File: src/common/tile_config.svh
// ~~~~~~~~~~~~~~~~~~~~~~~~~~~~~~~~~~~~~~~~~~~~~~~~~
// Sizing of one TCDM tile and its cluster
// Every count must be a power of two, since the
// address fields are cut from them directly
// ~~~~~~~~~~~~~~~~~~~~~~~~~~~~~~~~~~~~~~~~~~~~~~~~~
`ifndef TILE_CONFIG_SVH
`define TILE_CONFIG_SVH

// Cores per tile, also the number of slave ports
`define TILE_CORES 2

// SRAM banks inside one tile
`define TILE_BANKS 4

// Tiles in the whole cluster
`define TILE_COUNT 4

// Depth of one bank in words
`define TILE_BANK_WORDS 256

// Word width in bits
`define TILE_DATA_WIDTH 32

`endif

File: src/common/tile_addr_pkg.sv
// ~~~~~~~~~~~~~~~~~~~~~~~~~~~~~~~~~~~~~~~~~~~~~~~~~
// Address field types of the interleaved TCDM
// Only the low TCDM bits of a core address are
// decoded, anything above them is ignored
// ~~~~~~~~~~~~~~~~~~~~~~~~~~~~~~~~~~~~~~~~~~~~~~~~~
`include "tile_config.svh"

package tile_addr_pkg;

  localparam int unsigned ByteOffBits = $clog2(`TILE_DATA_WIDTH / 8);

  typedef logic [ByteOffBits-1:0]              byte_off_t;
  typedef logic [$clog2(`TILE_BANKS)-1:0]      bank_idx_t;
  typedef logic [$clog2(`TILE_COUNT)-1:0]      tile_id_t;
  typedef logic [$clog2(`TILE_BANK_WORDS)-1:0] row_addr_t;

  // Core view, top to bottom: row, tile, bank, byte
  typedef struct packed {
    row_addr_t row;
    tile_id_t  tile;
    bank_idx_t bank;
    byte_off_t byte_off;
  } tcdm_addr_t;

  localparam int unsigned TcdmAddrBits = $bits(tcdm_addr_t);

  // Word address once the tile field is gone
  typedef struct packed {
    row_addr_t row;
    bank_idx_t bank;
  } tile_addr_t;

  typedef enum logic {
    ROUTE_LOCAL,
    ROUTE_REMOTE
  } route_e;

endpackage

File: src/common/tile_mem_pkg.sv
// ~~~~~~~~~~~~~~~~~~~~~~~~~~~~~~~~~~~~~~~~~~~~~~~~~
// Request and response payloads of the tile
// Crossbar initiators 0 and 1 are the cores,
// 2 and 3 are the slave ports
// ~~~~~~~~~~~~~~~~~~~~~~~~~~~~~~~~~~~~~~~~~~~~~~~~~
`include "tile_config.svh"

package tile_mem_pkg;

  import tile_addr_pkg::*;

  localparam int unsigned NumIni = 2 * `TILE_CORES;

  typedef logic [`TILE_DATA_WIDTH-1:0]   data_t;
  typedef logic [`TILE_DATA_WIDTH/8-1:0] strb_t;
  typedef logic [$clog2(NumIni)-1:0]     ini_idx_t;
  typedef logic [$clog2(`TILE_CORES)-1:0] core_idx_t;

  typedef struct packed {
    logic [31:0] addr;
    logic        we;
    data_t       data;
    strb_t       strb;
  } core_req_t;

  // Who sent a slave request, echoed on its response
  typedef struct packed {
    tile_id_t  tile;
    core_idx_t core;
  } slave_meta_t;

  typedef struct packed {
    tile_addr_t  addr;
    logic        we;
    data_t       data;
    strb_t       strb;
    slave_meta_t ini;
  } slave_req_t;

  typedef struct packed {
    data_t       data;
    slave_meta_t ini;
  } slave_resp_t;

  typedef struct packed {
    row_addr_t row;
    logic      we;
    data_t     data;
    strb_t     strb;
    ini_idx_t  ini;
  } bank_req_t;

  typedef struct packed {
    data_t    data;
    ini_idx_t ini;
  } bank_resp_t;

  typedef enum logic [1:0] {
    PORT_IDLE,
    PORT_WAIT_LOCAL,
    PORT_WAIT_REMOTE
  } port_state_e;

endpackage

File: src/hw/core_port_router.sv
// ~~~~~~~~~~~~~~~~~~~~~~~~~~~~~~~~~~~~~~~~~~~~~~~~~
// Per-core router to local banks or master port
// One request in flight per core; ready stays low
// until the matching response has come back
// ~~~~~~~~~~~~~~~~~~~~~~~~~~~~~~~~~~~~~~~~~~~~~~~~~
`timescale 1ns/1ns

module core_port_router #(
  parameter int unsigned CoreIdx = 0
) (
  input  logic                    clk_i,
  input  logic                    reset_i,
  input  tile_addr_pkg::tile_id_t tile_id_i,
  input  logic                    core_req_valid_i,
  input  tile_mem_pkg::core_req_t core_req_i,
  output logic                    core_req_ready_o,
  output logic                    core_resp_valid_o,
  output tile_mem_pkg::data_t     core_resp_data_o,
  output logic                    xbar_req_valid_o,
  output tile_mem_pkg::bank_req_t xbar_req_o,
  output tile_addr_pkg::bank_idx_t xbar_bank_o,
  input  logic                    xbar_req_ready_i,
  input  logic                    xbar_resp_valid_i,
  input  tile_mem_pkg::data_t     xbar_resp_data_i,
  output logic                    mst_req_valid_o,
  output tile_mem_pkg::core_req_t mst_req_o,
  input  logic                    mst_req_ready_i,
  input  logic                    mst_resp_valid_i,
  input  tile_mem_pkg::data_t     mst_resp_data_i
);

  import tile_addr_pkg::*;
  import tile_mem_pkg::*;

  tcdm_addr_t  addr;
  route_e      route;
  port_state_e state_q;
  logic        idle;
  logic        accept;

  assign addr  = tcdm_addr_t'(core_req_i.addr[TcdmAddrBits-1:0]);
  assign route = (addr.tile == tile_id_i) ? ROUTE_LOCAL : ROUTE_REMOTE;
  assign idle  = (state_q == PORT_IDLE);

  assign xbar_req_valid_o = core_req_valid_i && idle && (route == ROUTE_LOCAL);
  assign mst_req_valid_o  = core_req_valid_i && idle && (route == ROUTE_REMOTE);
  assign core_req_ready_o = idle && ((route == ROUTE_LOCAL) ? xbar_req_ready_i
                                                            : mst_req_ready_i);
  assign accept = core_req_valid_i && core_req_ready_o;

  // Local side drops the tile field
  assign xbar_bank_o = addr.bank;
  assign xbar_req_o  = '{
    row:  addr.row,
    we:   core_req_i.we,
    data: core_req_i.data,
    strb: core_req_i.strb,
    ini:  ini_idx_t'(CoreIdx)
  };

  // Bank and tile swap places for the upper-level network
  always_comb begin
    mst_req_o = core_req_i;
    mst_req_o.addr[TcdmAddrBits-1:0] = {addr.row, addr.bank, addr.tile, addr.byte_off};
  end

  always_ff @(posedge clk_i) begin
    if (reset_i) begin
      state_q <= PORT_IDLE;
    end else begin
      case (state_q)
        PORT_IDLE:
          if (accept) begin
            state_q <= (route == ROUTE_LOCAL) ? PORT_WAIT_LOCAL : PORT_WAIT_REMOTE;
          end
        PORT_WAIT_LOCAL:
          if (xbar_resp_valid_i) state_q <= PORT_IDLE;
        PORT_WAIT_REMOTE:
          if (mst_resp_valid_i) state_q <= PORT_IDLE;
        default:
          state_q <= PORT_IDLE;
      endcase
    end
  end

  assign core_resp_valid_o = (state_q == PORT_WAIT_LOCAL && xbar_resp_valid_i) ||
                             (state_q == PORT_WAIT_REMOTE && mst_resp_valid_i);
  assign core_resp_data_o  = (state_q == PORT_WAIT_REMOTE) ? mst_resp_data_i
                                                           : xbar_resp_data_i;

endmodule

File: config.mk
export PLATFORM = sky130hd
export DESIGN_NAME = core_port_router
export DESIGN_NICKNAME = d
export VERILOG_FILES = /design/src/common/tile_addr_pkg.sv /design/src/common/tile_mem_pkg.sv /design/src/hw/core_port_router.sv
export VERILOG_INCLUDE_DIRS = /design/src /design/src/common
export SDC_FILE = /design/constraint.sdc
export NUM_CORES = 1
export LEC_CHECK = 0
export BUFFER_PORTS_ARGS = -buffer_cell sky130_fd_sc_hd__buf_4
export CORE_AREA = 2 2 114 116
export CTS_CLUSTER_SIZE = 24
export DETAILED_ROUTE_END_ITERATION = 8
export DIE_AREA = 0 0 116 118
export PLACE_DENSITY_LB_ADDON = 0.05
export SLEW_MARGIN = 20
export SYNTH_ARGS = -nofsm -noshare
export SYNTH_HDL_FRONTEND = slang
export SYNTH_SLANG_ARGS = --single-unit
File: constraint.sdc
create_clock -name clk_i -period 3.8 [get_ports clk_i]
set_clock_uncertainty 0.2 [all_clocks]
set_input_delay 1.14 -clock clk_i [delete_from_list [all_inputs] [get_ports clk_i]]
set_output_delay 1.14 -clock clk_i [all_outputs]
set_load 0.01 [all_outputs]
# After elaboration in Yosys (flattened, before gate mapping)
# Cells that the tools add are included.
[totals]
wordCells = 25
out_inout_bits = 154
in_bits = 142
reg_bits = 2
[op_classes]
mux = 8
n_eq_ne = 6
reduce_logical = 10
[op_table]
columns = ["op", "n"]
rows = [
  ["$mux W32", 1],
  ["$mux W2", 4],
  ["$logic_and A1 B1 Y1", 7],
  ["$pmux W2 S3", 1],
  ["$ne A2 B2 Y1 const B", 2],
  ["$reduce_and A3 Y1", 1],
  ["$eq A2 B1 Y1 const B", 1],
  ["$eq A2 B2 Y1", 1],
  ["$eq A2 B2 Y1 const B", 1],
  ["$logic_not A2 Y1", 1],
  ["$mux W1", 2],
  ["$ne A2 B1 Y1 const B", 1],
  ["$logic_or A1 B1 Y1", 1],
]

# Longest topological paths before layout
[logic_depth]
ltp_word = 6
ltp_mapped = 4
mapped_depth_nobuf = 3

# Least setup slack after synthesis
# Ideal clock, no wire load.
[synth_path]
kind = "input -> output"
from = "input port tile_id_i[1]"
to = "output port core_req_ready_o"
stages = 3
path_buffers = 0
path_slack_ps = 669
arrival_ps = 1791
required_time_ps = 2460
cell_sequence = "xor2_1 -> nor2_1 -> mux2i_1"
[synth_between]
elab_chain_cells = 3
[synth_rtl]
columns = ["element", "line_no", "text"]
rows = [
  ["start, declared", "core_port_router.sv:13", "input tile_addr_pkg::tile_id_t tile_id_i,"],
  ["$eq A2 B2 Y1", "core_port_router.sv:42", "assign route = (addr.tile == tile_id_i) ? ROUTE_LOCAL : ROUTE_REMOTE;"],
  ["$mux W1", "core_port_router.sv:47", "assign core_req_ready_o = idle && ((route == ROUTE_LOCAL) ? xbar_req_ready_i"],
  ["$logic_and A1 B1 Y1", "core_port_router.sv:47", ""],
  ["end, declared", "core_port_router.sv:16", "output logic core_req_ready_o,"],
]
# Every way passes these cells.

# Worst setup path after layout
# Ends and elaborated chain as after synthesis.

==> reports/qor.txt <==
status - finished, final reports clean
WL final - 3940 um
Iter 0 DRT Violations - 20
PwrDens - 221 nW/um2
initial antenna violation count - 0
sequential fraction of the synthesis area - 2.79%
routed len/inst - 11.5 um
Unique masters post-synth - 18
Least-Margin Pin Slew - 873 ps
critical path launch point type - primary input
flops & latches, synth - 2
max incr delay on CP - 230 ps
Final TNS setup - 0 ps
Synth Warn # - 0
CTS clk-pin slew, worst paths - 30 ps
endpoints failing setup - 0
Clock Sinks - 2
vias in the first global route - 1,088
CTS max path bufs - 2
fraction of layout instances using a drive strength above 1 - 87.1%
Clk Tree Root Cell - clkbuf_16
die width - 116 um
Fill cells - 1,450
Final Hold Vio Count - 0
Placement Cell Area - 1590 um2
post-CTS setup buffer count - 0
Synth-to-Final Area Change - 16.1%
FF+latch area - 40.0 um2
Worst-Skew Late Latency - 220 ps
Worst Setup SP - tile_id_i[1]
Final min period - 3360 ps
maxcap violations - 0
Post-DP HPWL - 3390 um
max FFs per register - 2
Hold Slack - 292 ps
worst hold path type - flip-flop to flip-flop
Resized Gates After CTS - 0
biggest regs - state_q (2)
total power - 0.368 mW
data required time of the worst path - 2460 ps
pre-CTS setup slack - 432 ps
Vias/cell - 2.84
CTS tree - done
pin count of the biggest net entering global routing - 35
post-layout util - 13.4%
hold_sp - state_q[1]$_SDFFE_PP0P_
Total Routing Usage GR - 5.18%
# DRC - 0
vias - 974
Cell Area, Synth - 1440 um2
Ant. Diodes - 0
area of the multi-input gates - 492 um2
fin crit share - 88.3%
syn avg cell area - 8.11 um2
Pre-antenna DRT Iters - 3
slowest CP cell - nor2_1
core area - 12,400 um2
VDD IR max - 0.150 mV
CTS H-tree lvls - 1
leakage power total - 0.782 nW
Cell Count, Final, Fillers Out - 343
Largest Register - state_q
commonest non-fill, non-tap cell in the layout - buf_4
fin. max-slew vios - 0
num ports - 296
most frequent cells in the layout - buf_4 (112), mux2_2 (32), nand2_1 (4)
Fmax - 298 MHz
design area - 1670 um2
Gate Count Post-Synth - 177
unrepaired setup endpoints after global routing - no
most frequent CP cell - buf_4
die area - 13,700 um2
CTS Buf Count - 3
Critical R2R Launch - state_q[0]$_SDFFE_PP0P_
CP Capture Type - primary output
Die Y - 118 um
Placed Instances - 340
Hold Buf Count CTS - 0
final worst setup slack - 443 ps
antenna viol nets, final - 0
RD Place Congestion - 0.738
crit-path max FO - 3
Remaining Overflow, GRT - 0
crit-path cells - buf_4, xor2_1, nor2_1, mux2i_1, buf_4
Max-slew headroom - 41.8%
WP data arrival - 2020 ps
# rows - 41
Crit Path Class - primary input to primary output
first-pass GRT wire length - 5640 um
I/O Buffers - 112
Initial Util - 11.6%
Nets - 315
-- cells in the mapped netlist (all sizes together) --
| cell | instances | area share (%) |
|---|---|---|
| nand4b | 1 | 0.61 |
| o32ai | 1 | 0.61 |
| buf | 122 | 63 |
| or4 | 1 | 0.52 |
| o21ai | 1 | 0.35 |
| nor2 | 3 | 0.78 |
| dfxtp | 2 | 2.8 |
| mux2 | 32 | 25 |
| nand2b | 2 | 0.87 |
| mux2i | 1 | 0.70 |
| nand3b | 1 | 0.52 |
| xor2 | 2 | 1.2 |
| inv | 1 | 0.26 |
| a211oi | 1 | 0.87 |
| nand2 | 4 | 1.0 |
| conb | 1 | 0.26 |
| nor3 | 1 | 0.35 |
-- cell type report --
class / count / share of cell area [%]
Sequential cell: 2 / 2.40
Tap cell: 172 / 12.9
Timing Repair Buffer: 112 / 50.5
Inverter: 1 / 0.225
Clock buffer: 3 / 4.50
Multi-Input combinational cell: 53 / 29.5
-- power by group --
group	switching (mW)	internal, mW	total [mW]
clock	0.0258	0.134	0.160
sequential	0.00124	0.0222	0.0234
combinational	0.0661	0.119	0.185
total	0.0931	0.275	0.368
-- cell families (layout without fill, tap and decap cells) --
kind of cell	after synthesis	after routing	synth area share [%]
mux	33	33	25.8
other cells	1	2	0.261
simple gates	13	13	4.71
flops	2	2	2.79
xor+xnor	2	2	1.22
compound gates	3	3	1.83
buf+inv	123	116	63.4
-- final timing paths --
path	depth (start not counted)	slack, ps	endpoint
worst max-delay path	5	440	core_req_ready_o
worst max register to register	2	2070	state_q[1]$_SDFFE_PP0P_
worst min register to register	1	290	state_q[0]$_SDFFE_PP0P_
worst min-delay path	1	290	state_q[0]$_SDFFE_PP0P_
-- metal layers --
metal | wire length (um) | track usage, % | vias up
li1 | - | - | 440
met1 | 1120 | 4.28 | 411
met2 | 2050 | 9.61 | 99
met3 | 552 | 2.32 | 24
met4 | 208 | 3.42 | 0
met5 | 0 | 0 | -
-- critical path: cells and delay by family --
kind	cells	cell delay, ps
buffers and inverters	2	250
XOR/XNOR	1	170
AND/OR/NAND/NOR	1	230
multiplexers	1	220
No activity file was read; power rests on OpenSTA's default activity.
