File: config.mk
export PLATFORM = sky130hd
export DESIGN_NAME = local_xbar
export DESIGN_NICKNAME = d
export VERILOG_FILES = /design/src/common/tile_addr_pkg.sv /design/src/common/tile_mem_pkg.sv /design/src/tcdm/local_xbar.sv
export VERILOG_INCLUDE_DIRS = /design/src /design/src/common
export SDC_FILE = /design/constraint.sdc
export NUM_CORES = 1
export LEC_CHECK = 0
export BUFFER_PORTS_ARGS = -buffer_cell sky130_fd_sc_hd__buf_2
export CAP_MARGIN = 20
export CORE_AREA = 2 2 264 266
export CTS_CLUSTER_SIZE = 24
export DETAILED_ROUTE_END_ITERATION = 7
export DIE_AREA = 0 0 266 268
export GPL_ROUTABILITY_DRIVEN = 0
export HOLD_SLACK_MARGIN = 0.03
export PLACE_DENSITY_LB_ADDON = 0.1
export SLEW_MARGIN = 30
export SYNTH_ARGS = -nofsm -noshare
export SYNTH_HDL_FRONTEND = slang
export SYNTH_SLANG_ARGS = --single-unit
File: constraint.sdc
create_clock -name clk_i -period 5.35 [get_ports clk_i]
set_clock_uncertainty 0.15 [all_clocks]
set_input_delay 0.8025 -clock clk_i [delete_from_list [all_inputs] [get_ports clk_i]]
set_output_delay 0.8025 -clock clk_i [all_outputs]
set_load 0.01 [all_outputs]
File: src/common/tile_config.svh
// ~~~~~~~~~~~~~~~~~~~~~~~~~~~~~~~~~~~~~~~~~~~~~~~~~
// Sizing of one TCDM tile and its cluster
// Every count must be a power of two, since the
// address fields are cut from them directly
// ~~~~~~~~~~~~~~~~~~~~~~~~~~~~~~~~~~~~~~~~~~~~~~~~~
`ifndef TILE_CONFIG_SVH
`define TILE_CONFIG_SVH

// Cores per tile, also the number of slave ports
`define TILE_CORES 2

// SRAM banks inside one tile
`define TILE_BANKS 4

// Tiles in the whole cluster
`define TILE_COUNT 4

// Depth of one bank in words
`define TILE_BANK_WORDS 256

// Word width in bits
`define TILE_DATA_WIDTH 32

`endif

File: src/common/tile_addr_pkg.sv
// ~~~~~~~~~~~~~~~~~~~~~~~~~~~~~~~~~~~~~~~~~~~~~~~~~
// Address field types of the interleaved TCDM
// Only the low TCDM bits of a core address are
// decoded, anything above them is ignored
// ~~~~~~~~~~~~~~~~~~~~~~~~~~~~~~~~~~~~~~~~~~~~~~~~~
`include "tile_config.svh"

package tile_addr_pkg;

  localparam int unsigned ByteOffBits = $clog2(`TILE_DATA_WIDTH / 8);

  typedef logic [ByteOffBits-1:0]              byte_off_t;
  typedef logic [$clog2(`TILE_BANKS)-1:0]      bank_idx_t;
  typedef logic [$clog2(`TILE_COUNT)-1:0]      tile_id_t;
  typedef logic [$clog2(`TILE_BANK_WORDS)-1:0] row_addr_t;

  // Core view, top to bottom: row, tile, bank, byte
  typedef struct packed {
    row_addr_t row;
    tile_id_t  tile;
    bank_idx_t bank;
    byte_off_t byte_off;
  } tcdm_addr_t;

  localparam int unsigned TcdmAddrBits = $bits(tcdm_addr_t);

  // Word address once the tile field is gone
  typedef struct packed {
    row_addr_t row;
    bank_idx_t bank;
  } tile_addr_t;

  typedef enum logic {
    ROUTE_LOCAL,
    ROUTE_REMOTE
  } route_e;

endpackage

File: src/common/tile_mem_pkg.sv
// ~~~~~~~~~~~~~~~~~~~~~~~~~~~~~~~~~~~~~~~~~~~~~~~~~
// Request and response payloads of the tile
// Crossbar initiators 0 and 1 are the cores,
// 2 and 3 are the slave ports
// ~~~~~~~~~~~~~~~~~~~~~~~~~~~~~~~~~~~~~~~~~~~~~~~~~
`include "tile_config.svh"

package tile_mem_pkg;

  import tile_addr_pkg::*;

  localparam int unsigned NumIni = 2 * `TILE_CORES;

  typedef logic [`TILE_DATA_WIDTH-1:0]   data_t;
  typedef logic [`TILE_DATA_WIDTH/8-1:0] strb_t;
  typedef logic [$clog2(NumIni)-1:0]     ini_idx_t;
  typedef logic [$clog2(`TILE_CORES)-1:0] core_idx_t;

  typedef struct packed {
    logic [31:0] addr;
    logic        we;
    data_t       data;
    strb_t       strb;
  } core_req_t;

  // Who sent a slave request, echoed on its response
  typedef struct packed {
    tile_id_t  tile;
    core_idx_t core;
  } slave_meta_t;

  typedef struct packed {
    tile_addr_t  addr;
    logic        we;
    data_t       data;
    strb_t       strb;
    slave_meta_t ini;
  } slave_req_t;

  typedef struct packed {
    data_t       data;
    slave_meta_t ini;
  } slave_resp_t;

  typedef struct packed {
    row_addr_t row;
    logic      we;
    data_t     data;
    strb_t     strb;
    ini_idx_t  ini;
  } bank_req_t;

  typedef struct packed {
    data_t    data;
    ini_idx_t ini;
  } bank_resp_t;

  typedef enum logic [1:0] {
    PORT_IDLE,
    PORT_WAIT_LOCAL,
    PORT_WAIT_REMOTE
  } port_state_e;

endpackage

File: src/tcdm/local_xbar.sv
// ~~~~~~~~~~~~~~~~~~~~~~~~~~~~~~~~~~~~~~~~~~~~~~~~~
// Core and slave ports to banks, round-robin each
// Banks answer one cycle after the grant, so slave
// tags are held for exactly that one cycle
// ~~~~~~~~~~~~~~~~~~~~~~~~~~~~~~~~~~~~~~~~~~~~~~~~~
`timescale 1ns/1ns
`include "tile_config.svh"

module local_xbar (
  input  logic                                         clk_i,
  input  logic                                         reset_i,
  input  logic                                         remote_block_i,
  input  logic [`TILE_CORES-1:0]                       core_req_valid_i,
  input  tile_mem_pkg::bank_req_t   [`TILE_CORES-1:0]  core_req_i,
  input  tile_addr_pkg::bank_idx_t  [`TILE_CORES-1:0]  core_bank_i,
  output logic [`TILE_CORES-1:0]                       core_req_ready_o,
  output logic [`TILE_CORES-1:0]                       core_resp_valid_o,
  output tile_mem_pkg::data_t       [`TILE_CORES-1:0]  core_resp_data_o,
  input  logic [`TILE_CORES-1:0]                       slv_req_valid_i,
  input  tile_mem_pkg::slave_req_t  [`TILE_CORES-1:0]  slv_req_i,
  output logic [`TILE_CORES-1:0]                       slv_req_ready_o,
  output logic [`TILE_CORES-1:0]                       slv_resp_valid_o,
  output tile_mem_pkg::slave_resp_t [`TILE_CORES-1:0]  slv_resp_o,
  output logic [`TILE_BANKS-1:0]                       bank_req_valid_o,
  output tile_mem_pkg::bank_req_t   [`TILE_BANKS-1:0]  bank_req_o,
  input  logic [`TILE_BANKS-1:0]                       bank_resp_valid_i,
  input  tile_mem_pkg::bank_resp_t  [`TILE_BANKS-1:0]  bank_resp_i
);

  import tile_addr_pkg::*;
  import tile_mem_pkg::*;

  localparam int unsigned NumCores = `TILE_CORES;
  localparam int unsigned NumBanks = `TILE_BANKS;

  logic        [NumIni-1:0]   ini_valid;
  bank_idx_t   [NumIni-1:0]   ini_bank;
  bank_req_t   [NumIni-1:0]   ini_req;
  logic        [NumIni-1:0]   ini_ready;
  ini_idx_t    [NumBanks-1:0] rr_q;
  ini_idx_t    [NumBanks-1:0] win;
  logic        [NumIni-1:0]   resp_valid;
  data_t       [NumIni-1:0]   resp_data;
  slave_meta_t [NumCores-1:0] slv_meta_q;

  // Flatten both port kinds into one initiator list
  always_comb begin
    for (int c = 0; c < NumCores; c++) begin
      ini_valid[c] = core_req_valid_i[c];
      ini_bank[c]  = core_bank_i[c];
      ini_req[c]   = core_req_i[c];
    end
    for (int s = 0; s < NumCores; s++) begin
      ini_valid[NumCores+s] = slv_req_valid_i[s] && !remote_block_i;
      ini_bank[NumCores+s]  = slv_req_i[s].addr.bank;
      ini_req[NumCores+s]   = '{
        row:  slv_req_i[s].addr.row,
        we:   slv_req_i[s].we,
        data: slv_req_i[s].data,
        strb: slv_req_i[s].strb,
        ini:  ini_idx_t'(NumCores + s)
      };
    end
  end

  // First requester at or after the pointer wins the bank
  always_comb begin
    int cand;
    ini_ready = '0;
    for (int b = 0; b < NumBanks; b++) begin
      bank_req_valid_o[b] = 1'b0;
      win[b] = rr_q[b];
      for (int k = 0; k < NumIni; k++) begin
        cand = (int'(rr_q[b]) + k) % NumIni;
        if (!bank_req_valid_o[b] && ini_valid[cand] && ini_bank[cand] == bank_idx_t'(b)) begin
          bank_req_valid_o[b] = 1'b1;
          win[b] = ini_idx_t'(cand);
        end
      end
      bank_req_o[b] = ini_req[win[b]];
      if (bank_req_valid_o[b]) ini_ready[win[b]] = 1'b1;
    end
  end

  always_ff @(posedge clk_i) begin
    if (reset_i) begin
      rr_q <= '0;
    end else begin
      for (int b = 0; b < NumBanks; b++) begin
        if (bank_req_valid_o[b]) rr_q[b] <= ini_idx_t'(win[b] + 1'b1);
      end
    end
  end

  always_ff @(posedge clk_i) begin
    for (int s = 0; s < NumCores; s++) begin
      if (slv_req_valid_i[s] && slv_req_ready_o[s]) slv_meta_q[s] <= slv_req_i[s].ini;
    end
  end

  // Each initiator has at most one bank answering per cycle
  always_comb begin
    resp_valid = '0;
    resp_data  = '0;
    for (int b = 0; b < NumBanks; b++) begin
      if (bank_resp_valid_i[b]) begin
        resp_valid[bank_resp_i[b].ini] = 1'b1;
        resp_data[bank_resp_i[b].ini]  = bank_resp_i[b].data;
      end
    end
  end

  always_comb begin
    for (int c = 0; c < NumCores; c++) begin
      core_req_ready_o[c]  = ini_ready[c];
      core_resp_valid_o[c] = resp_valid[c];
      core_resp_data_o[c]  = resp_data[c];
      slv_req_ready_o[c]   = ini_ready[NumCores+c];
      slv_resp_valid_o[c]  = resp_valid[NumCores+c];
      slv_resp_o[c]        = '{data: resp_data[NumCores+c], ini: slv_meta_q[c]};
    end
  end

endmodule

Word level (Yosys, flattened, before mapping)
Cells that the tools add are included.
{"block": "totals", "word_cells": 271, "ff_bits": 14, "in_bits": 345, "output_inout_bits": 334}
{"block": "classes", "n_reduce_logical": 57, "addsub": 16, "bitwise_logic": 7, "n_mux": 139, "n_eq_ne": 12, "n_lt_le_gt_ge": 32}
{"operator": "two-way mux 128 bit", "n": 4}
{"operator": "bitwise mux 128 bit", "n": 3}
{"operator": "binary-select mux 47 bit (select 2 bit)", "n": 4}
{"operator": "demux 32 bit (select 2 bit)", "n": 4}
{"operator": "two-way mux 47 bit", "n": 4}
{"operator": "AND 128 bit", "n": 1}
{"operator": "two-way mux 32 bit", "n": 4}
{"operator": "< comparator 2 x 3 -> 1 bit, second input constant", "n": 24}
{"operator": "binary-select mux 2 bit (select 2 bit)", "n": 16}
{"operator": "two-way mux 2 bit", "n": 28}
{"operator": "logical AND 1 bit", "n": 40}
{"operator": "two-way mux 1 bit", "n": 40}
{"operator": "binary-select mux 1 bit (select 2 bit)", "n": 16}
{"operator": "two-way mux 4 bit", "n": 8}
{"operator": "OR 4 bit", "n": 6}
{"operator": "adder 2 x 1 -> 2 bit, second input constant", "n": 8}
{"operator": "adder 2 bit, second input constant", "n": 8}
{"operator": "demux 1 bit (select 2 bit)", "n": 8}
{"operator": "equality test 2 bit, second input constant", "n": 8}
{"operator": ">= comparator 2 x 1 -> 1 bit, second input constant", "n": 8}
{"operator": "logical NOT 1 bit", "n": 13}
{"operator": "equality test 2 x 1 -> 1 bit, second input constant", "n": 4}
{"operator": "logical NOT 2 bit", "n": 4}

Logic depth before layout (Yosys ltp)
Gate-level depths: netlist of the first run.
{"block": "logic_depth", "depth_word": 30, "mapped_depth": 14, "ltp_nobuf": 10}

Least setup slack after synthesis of the first run
No wires, ideal clock.
{"block": "synth_path", "kind": "input -> output", "from": "in slv_req_i[91] (netlist name)", "to": "out bank_req_o[13] (netlist name)", "required_ns": 4.398, "path_buffers": 2, "cell_stages": 7, "arrival_time_ns": 3.399, "setup_slack_ns": 0.999, "path_cell_list": "clkbuf_2 > or4b_4 > mux4_2 > mux2_4 > a211oi_4 > buf_6 > mux4_1"}
{"element": "start, declared", "line": "local_xbar.sv:20", "source": "input tile_mem_pkg::slave_req_t [`TILE_CORES-1:0] slv_req_i,"}
{"element": "end, declared", "line": "local_xbar.sv:25", "source": "output tile_mem_pkg::bank_req_t [`TILE_BANKS-1:0] bank_req_o,"}

==> metrics.md, run 1 <==
| Metric | Value |
|---|---|
| Worst path max stage delay | `~590 ps` |
| Worst setup EP type | `primary output` |
| Met3 Wirelength | `5780 µm` |
| Critical Path RT | `between 4000 and 5000 ps` |
| Synth warnings | `0` |
| First-pass GRT wire length | `101000 µm` |
| Worst-Skew Late Latency | `250 ps` |
| CTS tree | `built` |
| Pwr Density | `214 nW/µm²` |
| Bufs on Longest Clock Path | `2` |
| Antenna violations before repair | `32` |
| Relative slew slack | `28.6%` |
| Peak VDD IR | `0.118 mV` |
| Core Footprint | `68200 µm²` |
| Slew @ Worst Pin | `1070 ps` |
| Vias in the first global route | `about 14000` |
| Final setup violation count | `0` |
| Pre-CTS WS | `between 500 and 600 ps` |
| Placement Cell Area | `~14000 µm²` |
| Gr ovfl total | `0` |
| WP buf/inv | `4` |
| EDFF count, synth | `6` |
| Post-DP HPWL | `56600 µm` |
| Syn Inst Count | `1283` |
| Syn Std Cell Area | `9700 µm²` |
| Clk slew on worst S/H paths | `50 ps` |
| CTS Root Cell | `clkbuf_16` |
| Register bit total from synthesis | `14` |
| Fin area | `14300 µm²` |
| Max-cap violations | `0` |
| Share of cells above drive strength 1 | `between 40 and 50%` |
| Mean Syn Cell Area | `approximately 7.6 µm²` |
| Die Area | `71300 µm²` |
| Highest routed layer | `met5` |
| Final worst slack | `515 ps` |
| Most frequent cell after synthesis | `nand2_1` |
| RSZ-0062 raised after global routing | `false` |
| Vias/cell | `5.15` |
| Commonest cells post-synth | `nand2_1, nor2_1, mux2i_1` |
| Area growth syn-to-layout | `47.7%` |
| Synth cell types | `72` |
| Fin crit share | `90.4%` |
| Status | `finished, final reports clean` |
| Crit Path Max Fanout | `27` |
| Critical path's slowest cell | `or4b_1` |
| Kind of cell adding the most delay to the critical path | `multiplexers` |
| Final #Nets | `2234` |
| Residual DRC | `0` |
| Layout fillers | `roughly 7700` |
| Critical path type | `input port to primary output` |
| DRT Wirelength | `73300 µm` |
| Post-Syn Nets | `1638` |
| Vias | `14300` |
| Post-DR wirelength/cell | `approximately 26 µm` |
| Wire length on met2 | `37100 µm` |
| First DRT Iteration DRCs | `1132` |
| Minimum clock period | `4830 ps` |
| Worst hold path type | `flop to flop` |
| Top FF cell, synth | `dfxtp_1` |
| Hold_buf cts | `0` |
| Drt pass-1 iters | `5` |
| Row cnt | `96` |
| Fin cells | `2772` |
| Chip width | `approximately 270 µm` |
| Port bufs | `678` |
| Initial Util | `14.2%` |
| Routed Antenna Nets | `0` |
| Post-synth ARST share | `0%` |
| Finished Core Util | `21.0%` |
| CTS Buf Count | `3` |
| Final TNS setup | `0 ps` |
| Slew Viols, Final | `0` |
| Area leader, netlist | `mux4_2` |
| Die height | `268 µm` |
| Register area share after synthesis | `3.51%` |
| Post_cts resized | `0` |
| Highest Clock Rate | `0.207 GHz` |
| Area contributors post-synth | `mux4_2, mux2i_1, a221oi_1` |
| # IOs | `679` |
| Hold_ws | `428 ps` |
| Final hold violations | `0` |
| Startpoint types | `input port` |
| WL met1 | `28600 µm` |
| Largest net degree at the start of global routing | `89` |
| Leakage power total | `approximately 6.3 nW` |
| Area share of the largest cell type after synthesis | `17.4%` |
| Critical path cell sequence | `buf_2, or4b_1, mux4_2, mux2_4, a211oi_4, buf_12, buf_4, mux4_2, buf_2` |
| Worst Path Arrival | `slightly below 4000 ps` |
| CTS H-Tree Depth | `1` |
| CTS Sinks | `14` |
| Placed cell count | `2756` |
| Post-CTS Setup Inserts | `0` |
| Final Total Pwr | `3.06 mW` |
| Total GRT Usage | `18.9%` |
==> cell usage in the layout, fill, tap and decap left out, drive strengths merged, types with 4 or more instances in the layout <==
| cell type | instances |
|---|---|
| clkinv | 4 |
| nand3 | 14 |
| inv | 11 |
| a211oi | 7 |
| buf | 733 |
| nor3 | 4 |
| ha | 10 |
| nand3b | 8 |
| o21ai | 15 |
| and3 | 48 |
| mux4 | 91 |
| or4b | 4 |
| a21oi | 15 |
| edfxtp | 6 |
| and3b | 4 |
| nor4 | 4 |
| o22ai | 129 |
| a22oi | 4 |
| nand2b | 4 |
| or3 | 4 |
| diode | 12 |
| dfxtp | 8 |
| or3b | 7 |
| o21a | 5 |
| nand2 | 207 |
| nor2 | 159 |
| a221oi | 126 |
| mux2i | 142 |
| nor4bb | 5 |
| a31oi | 47 |
==> worst register-to-register path: stages (launching register included) <==
cell	delay, ps
dfxtp_1	710
nor4bb_1	490
o21bai_1	270
a2111oi_0	140
nor4_2	530
xnor2_4	240
or3_1	440
a21boi_0	280
buf_4	190
==> layer usage <==
layer	up-vias	GRT usage, %
met3	112	4.26
met1	7081	22.9
met2	688	34.0
met5	-	0
met4	22	4.19
li1	6384	-
==> final timing paths <==
kind / startpoint / to / slack (ps) / cells past startpoint
setup / recovery: remote_block_i / bank_req_o[20] / 520 / 9
hold / removal: rr_q[2]$_SDFFE_PP0N_ / rr_q[2]$_SDFFE_PP0N_ / 430 / 2
setup reg to reg: rr_q[1]$_SDFFE_PP0P_ / slv_resp_o[1]$_DFFE_PP_ / 1630 / 8
hold reg to reg: rr_q[2]$_SDFFE_PP0N_ / rr_q[2]$_SDFFE_PP0N_ / 430 / 2
==> state kept, by name (all words and copies together) (netlist names) <==
signal and cells:
rr_q 8, slv_resp_o 6
==> final cells by class <==
class / count / area (µm²) / share of cell area (%)
multi-input combinational: 1113 / 8760 / 61.2
timing repair buffer: 733 / 3950 / 27.6
tap: 882 / 1100 / 7.71
sequential: 14 / 340 / 2.38
clock buffer: 3 / 75.1 / 0.524
inverter: 14 / 56.3 / 0.393
antenna: 12 / 30.0 / 0.210
clock inverter: 1 / 3.75 / 0.0262
==> where the power goes <==
| part | leakage, nW | switching [mW] | internal [mW] | total [mW] |
|---|---|---|---|---|
| Clock | 0.0386 | 0.0506 | 0.0993 | 0.150 |
| Combinational | 6.14 | 1.59 | 1.18 | 2.77 |
| Sequential | 0.121 | 0.0232 | 0.123 | 0.147 |
==> kinds of logic (layout without fill, tap and decap cells) <==
| kind of cell | Yosys count | count (layout) | synth area share (%) |
|---|---|---|---|
| muxes | 234 | 234 | 36.6 |
| other | 0 | 12 | 0 |
| buffers and inverters | 156 | 751 | 6.78 |
| and+or+nand+nor | 490 | 490 | 23.2 |
| xor gates and xnor gates | 2 | 2 | 0.258 |
| DFF | 14 | 14 | 3.51 |
| adders and majority gates | 10 | 10 | 1.29 |
| AOI/OAI and AO/OA | 377 | 377 | 28.4 |
No activity file was read; power rests on OpenSTA's default activity.
==> run 2: changes to the inputs <==
--- a/config.mk
+++ b/config.mk
@@ -14,6 +14,7 @@
 export DIE_AREA = 0 0 266 268
 export GPL_ROUTABILITY_DRIVEN = 0
 export HOLD_SLACK_MARGIN = 0.03
+export MAX_ROUTING_LAYER = met4
 export PLACE_DENSITY_LB_ADDON = 0.1
 export SLEW_MARGIN = 30
 export SYNTH_ARGS = -nofsm -noshare
==> run 2 against run 1 <==
Compared with the run above:
- register-to-register slack worse by 50 ps
- non-clock buffer count stayed put
- global-route usage grew 0.54 points
- largest power group unchanged
- highest routed layer is now met4
==> metrics.md, run 2 (synthesis gave the netlist of run 1 again) <==
| Metric | Value |
|---|---|
| Post_cts resized | `0 (unchanged)` |
| Bufs on Longest Clock Path | `2 (unchanged)` |
| Final setup violation count | `0 (unchanged)` |
| Largest Register | `rr_q` |
| Chip width | `266 µm (unchanged)` |
| Die Area | `71300 µm² (unchanged)` |
| Final hold violations | `0 (unchanged)` |
| Fin crit share | `90.3% (about the same)` |
| First DRT Iteration DRCs | `1140 (+0.71%)` |
| Area growth syn-to-layout | `47.9%` |
| Worst hold path type | `flop to flop` |
| Hold Crit Start | `rr_q[2]$_SDFFE_PP0N_` |
| Hold Path Cell Cnt | `2 (unchanged)` |
| Worst Path Arrival | `3880 ps (about the same)` |
| FF-to-FF End | `slv_resp_o[1]$_DFFE_PP_` |
| # IOs | `679 (unchanged)` |
| Drt pass-1 iters | `7 (+2)` |
| Status | `finished, final reports clean` |
| Max reg flops | `8 (unchanged)` |
| Worst-Skew Late Latency | `250 ps (about the same)` |
| Commonest non-fill, non-tap cell in the layout | `buf_2` |
| CTS tree | `built` |
| Slew Viols, Final | `0 (unchanged)` |
| Highest Clock Rate | `0.207 GHz (about the same)` |
| CTS Root Cell | `clkbuf_16` |
| Startpoint types | `input port` |
| Critical path type | `input port to primary output` |
| Worst hold endpoint | `rr_q[2]$_SDFFE_PP0N_` |
| CTS Sinks | `14 (unchanged)` |
| Relative slew slack | `28.4% (-0.15 points)` |
| First-pass GRT wire length | `101000 µm (-0.12%)` |
| Residual DRC | `0 (unchanged)` |
| Vias in the first global route | `14000 (+0.37%)` |
| Vias/cell | `5.19 (+0.77%)` |
| Post-DP HPWL | `56600 µm (unchanged)` |
| Met3 usage | `3.69% (-0.57 points)` |
| Critical path cell sequence | `buf_2, or4b_1, mux4_2, mux2_4, a211oi_4, buf_12, buf_4, mux4_2, buf_2` |
| Top Usage Layer GRT | `met2` |
| CTS Buf Count | `3 (unchanged)` |
| Hold_buf cts | `0 (unchanged)` |
| Gr ovfl total | `0 (unchanged)` |
| Largest net degree at the start of global routing | `89 (unchanged)` |
| CTS H-Tree Depth | `1 (unchanged)` |
| Max-cap violations | `0 (unchanged)` |
| Worst path max stage delay | `590 ps (about the same)` |
| Routed Antenna Nets | `0 (unchanged)` |
| Antenna violations before repair | `29 (-9.4%)` |
| M1 GR Usage | `23.0% (+0.15 points)` |
| Critical path's slowest cell | `or4b_1` |
| FF-to-FF setup slack | `1580 ps (-50 ps)` |
| Die height | `268 µm (unchanged)` |
| DRT Wirelength | `73400 µm (+0.15%)` |
| Clk slew on worst S/H paths | `50 ps (about the same)` |
| Final TNS setup | `0 ps (unchanged)` |
| Worst R2R Start | `rr_q[1]$_SDFFE_PP0P_` |
| Row cnt | `96 (unchanged)` |
| Final #Nets | `2234 (unchanged)` |
| Worst setup EP type | `primary output` |
| Peak VDD IR | `0.118 mV (+0.32%)` |
| Pwr Density | `214 nW/µm² (about the same)` |
| RSZ-0062 raised after global routing | `false` |
| Total GRT Usage | `19.4% (+0.54 points)` |
| Crit Path Max Fanout | `27 (unchanged)` |
| FF-to-FF path depth | `8 (unchanged)` |
| Met2 Use GR | `34.1% (+0.099 points)` |
| Most frequent cells in the layout | `buf_2, nand2_1, nor2_1` |
| Core Footprint | `68200 µm² (unchanged)` |
| Vias | `14400 (+1.1%)` |
| Port bufs | `678 (unchanged)` |
| Initial Util | `14.2% (unchanged)` |
| Slew @ Worst Pin | `1070 ps (+2.26 ps)` |
| Post-DR wirelength/cell | `26.4 µm (-0.14%)` |
| Critical Path RT | `4400 ps (about the same)` |
| Hold_ws | `429 ps (+0.0760 ps)` |
| Share of cells above drive strength 1 | `44.9% (unchanged)` |
| Post-CTS Setup Inserts | `0 (unchanged)` |
| Minimum clock period | `4830 ps (-2.66 ps)` |
| Leakage power total | `6.30 nW (about the same)` |
run 2: layout make-up:
cell class                      instances  area (µm²)
Fill cell                            7730       53900
Multi-Input combinational cell       1113        8760
Timing Repair Buffer                  733        3950
Tap cell                              882        1100
Sequential cell                        14         340
Clock buffer                            3        75.1
Inverter                               14        56.3
Antenna cell                           20        50.0
Clock inverter                          1        3.75
run 2: metal layers:
layer  vias to the layer above  routed length, µm
met3                       113               5190
met1                      7164              29400
met2                       760              37100
met5                         -                  0
met4                         0               1750
li1                       6402                  -
run 2: power breakdown:
group / switching (mW) / internal (mW)
sequential: 0.0233 / 0.123
clock: 0.0510 / 0.0994
combinational: 1.59 / 1.18
run 2: critical path: cells and delay by family:
family / cells / cell delay, ps
buffers and inverters: 4 / 840
AND/OR/NAND/NOR: 1 / 590
multiplexers: 3 / 1370
AO/OA/AOI/OAI: 1 / 200
run 2: how the worst max path moves through the flow:
| stage | from | to | slack, ps | cells past startpoint |
|---|---|---|---|---|
| 6_report | remote_block_i | bank_req_o[20] | 520 | 9 |
| 3_5_place_dp | remote_block_i | bank_req_o[17] | 500 | 9 |
| 5_1_grt | remote_block_i | bank_req_o[17] | 430 | 9 |
| 4_1_cts | remote_block_i | bank_req_o[17] | 500 | 9 |
| 3_3_place_gp | remote_block_i | bank_req_o[17] | 530 | 9 |
| 2_1_floorplan | slv_req_i[91] | bank_req_o[13] | 1000 | 7 |
run 2: stage by stage:
| step | cells | setup WS, ps | power (mW) | utilization [%] | area (µm²) |
|---|---|---|---|---|---|
| global placement | 2756 | 530 | 2.95 | 20.8 | 14200 |
| floorplan | 1283 | 999 | 1.67 | - | 9700 |
| finish | 2780 | 518 | 3.07 | 21.0 | 14300 |
| CTS | 2760 | 501 | 3.10 | 20.9 | 14300 |
| detailed placement | 2756 | 501 | 2.94 | 20.8 | 14200 |
| global route | 2779 | 428 | 3.26 | 21.0 | 14300 |
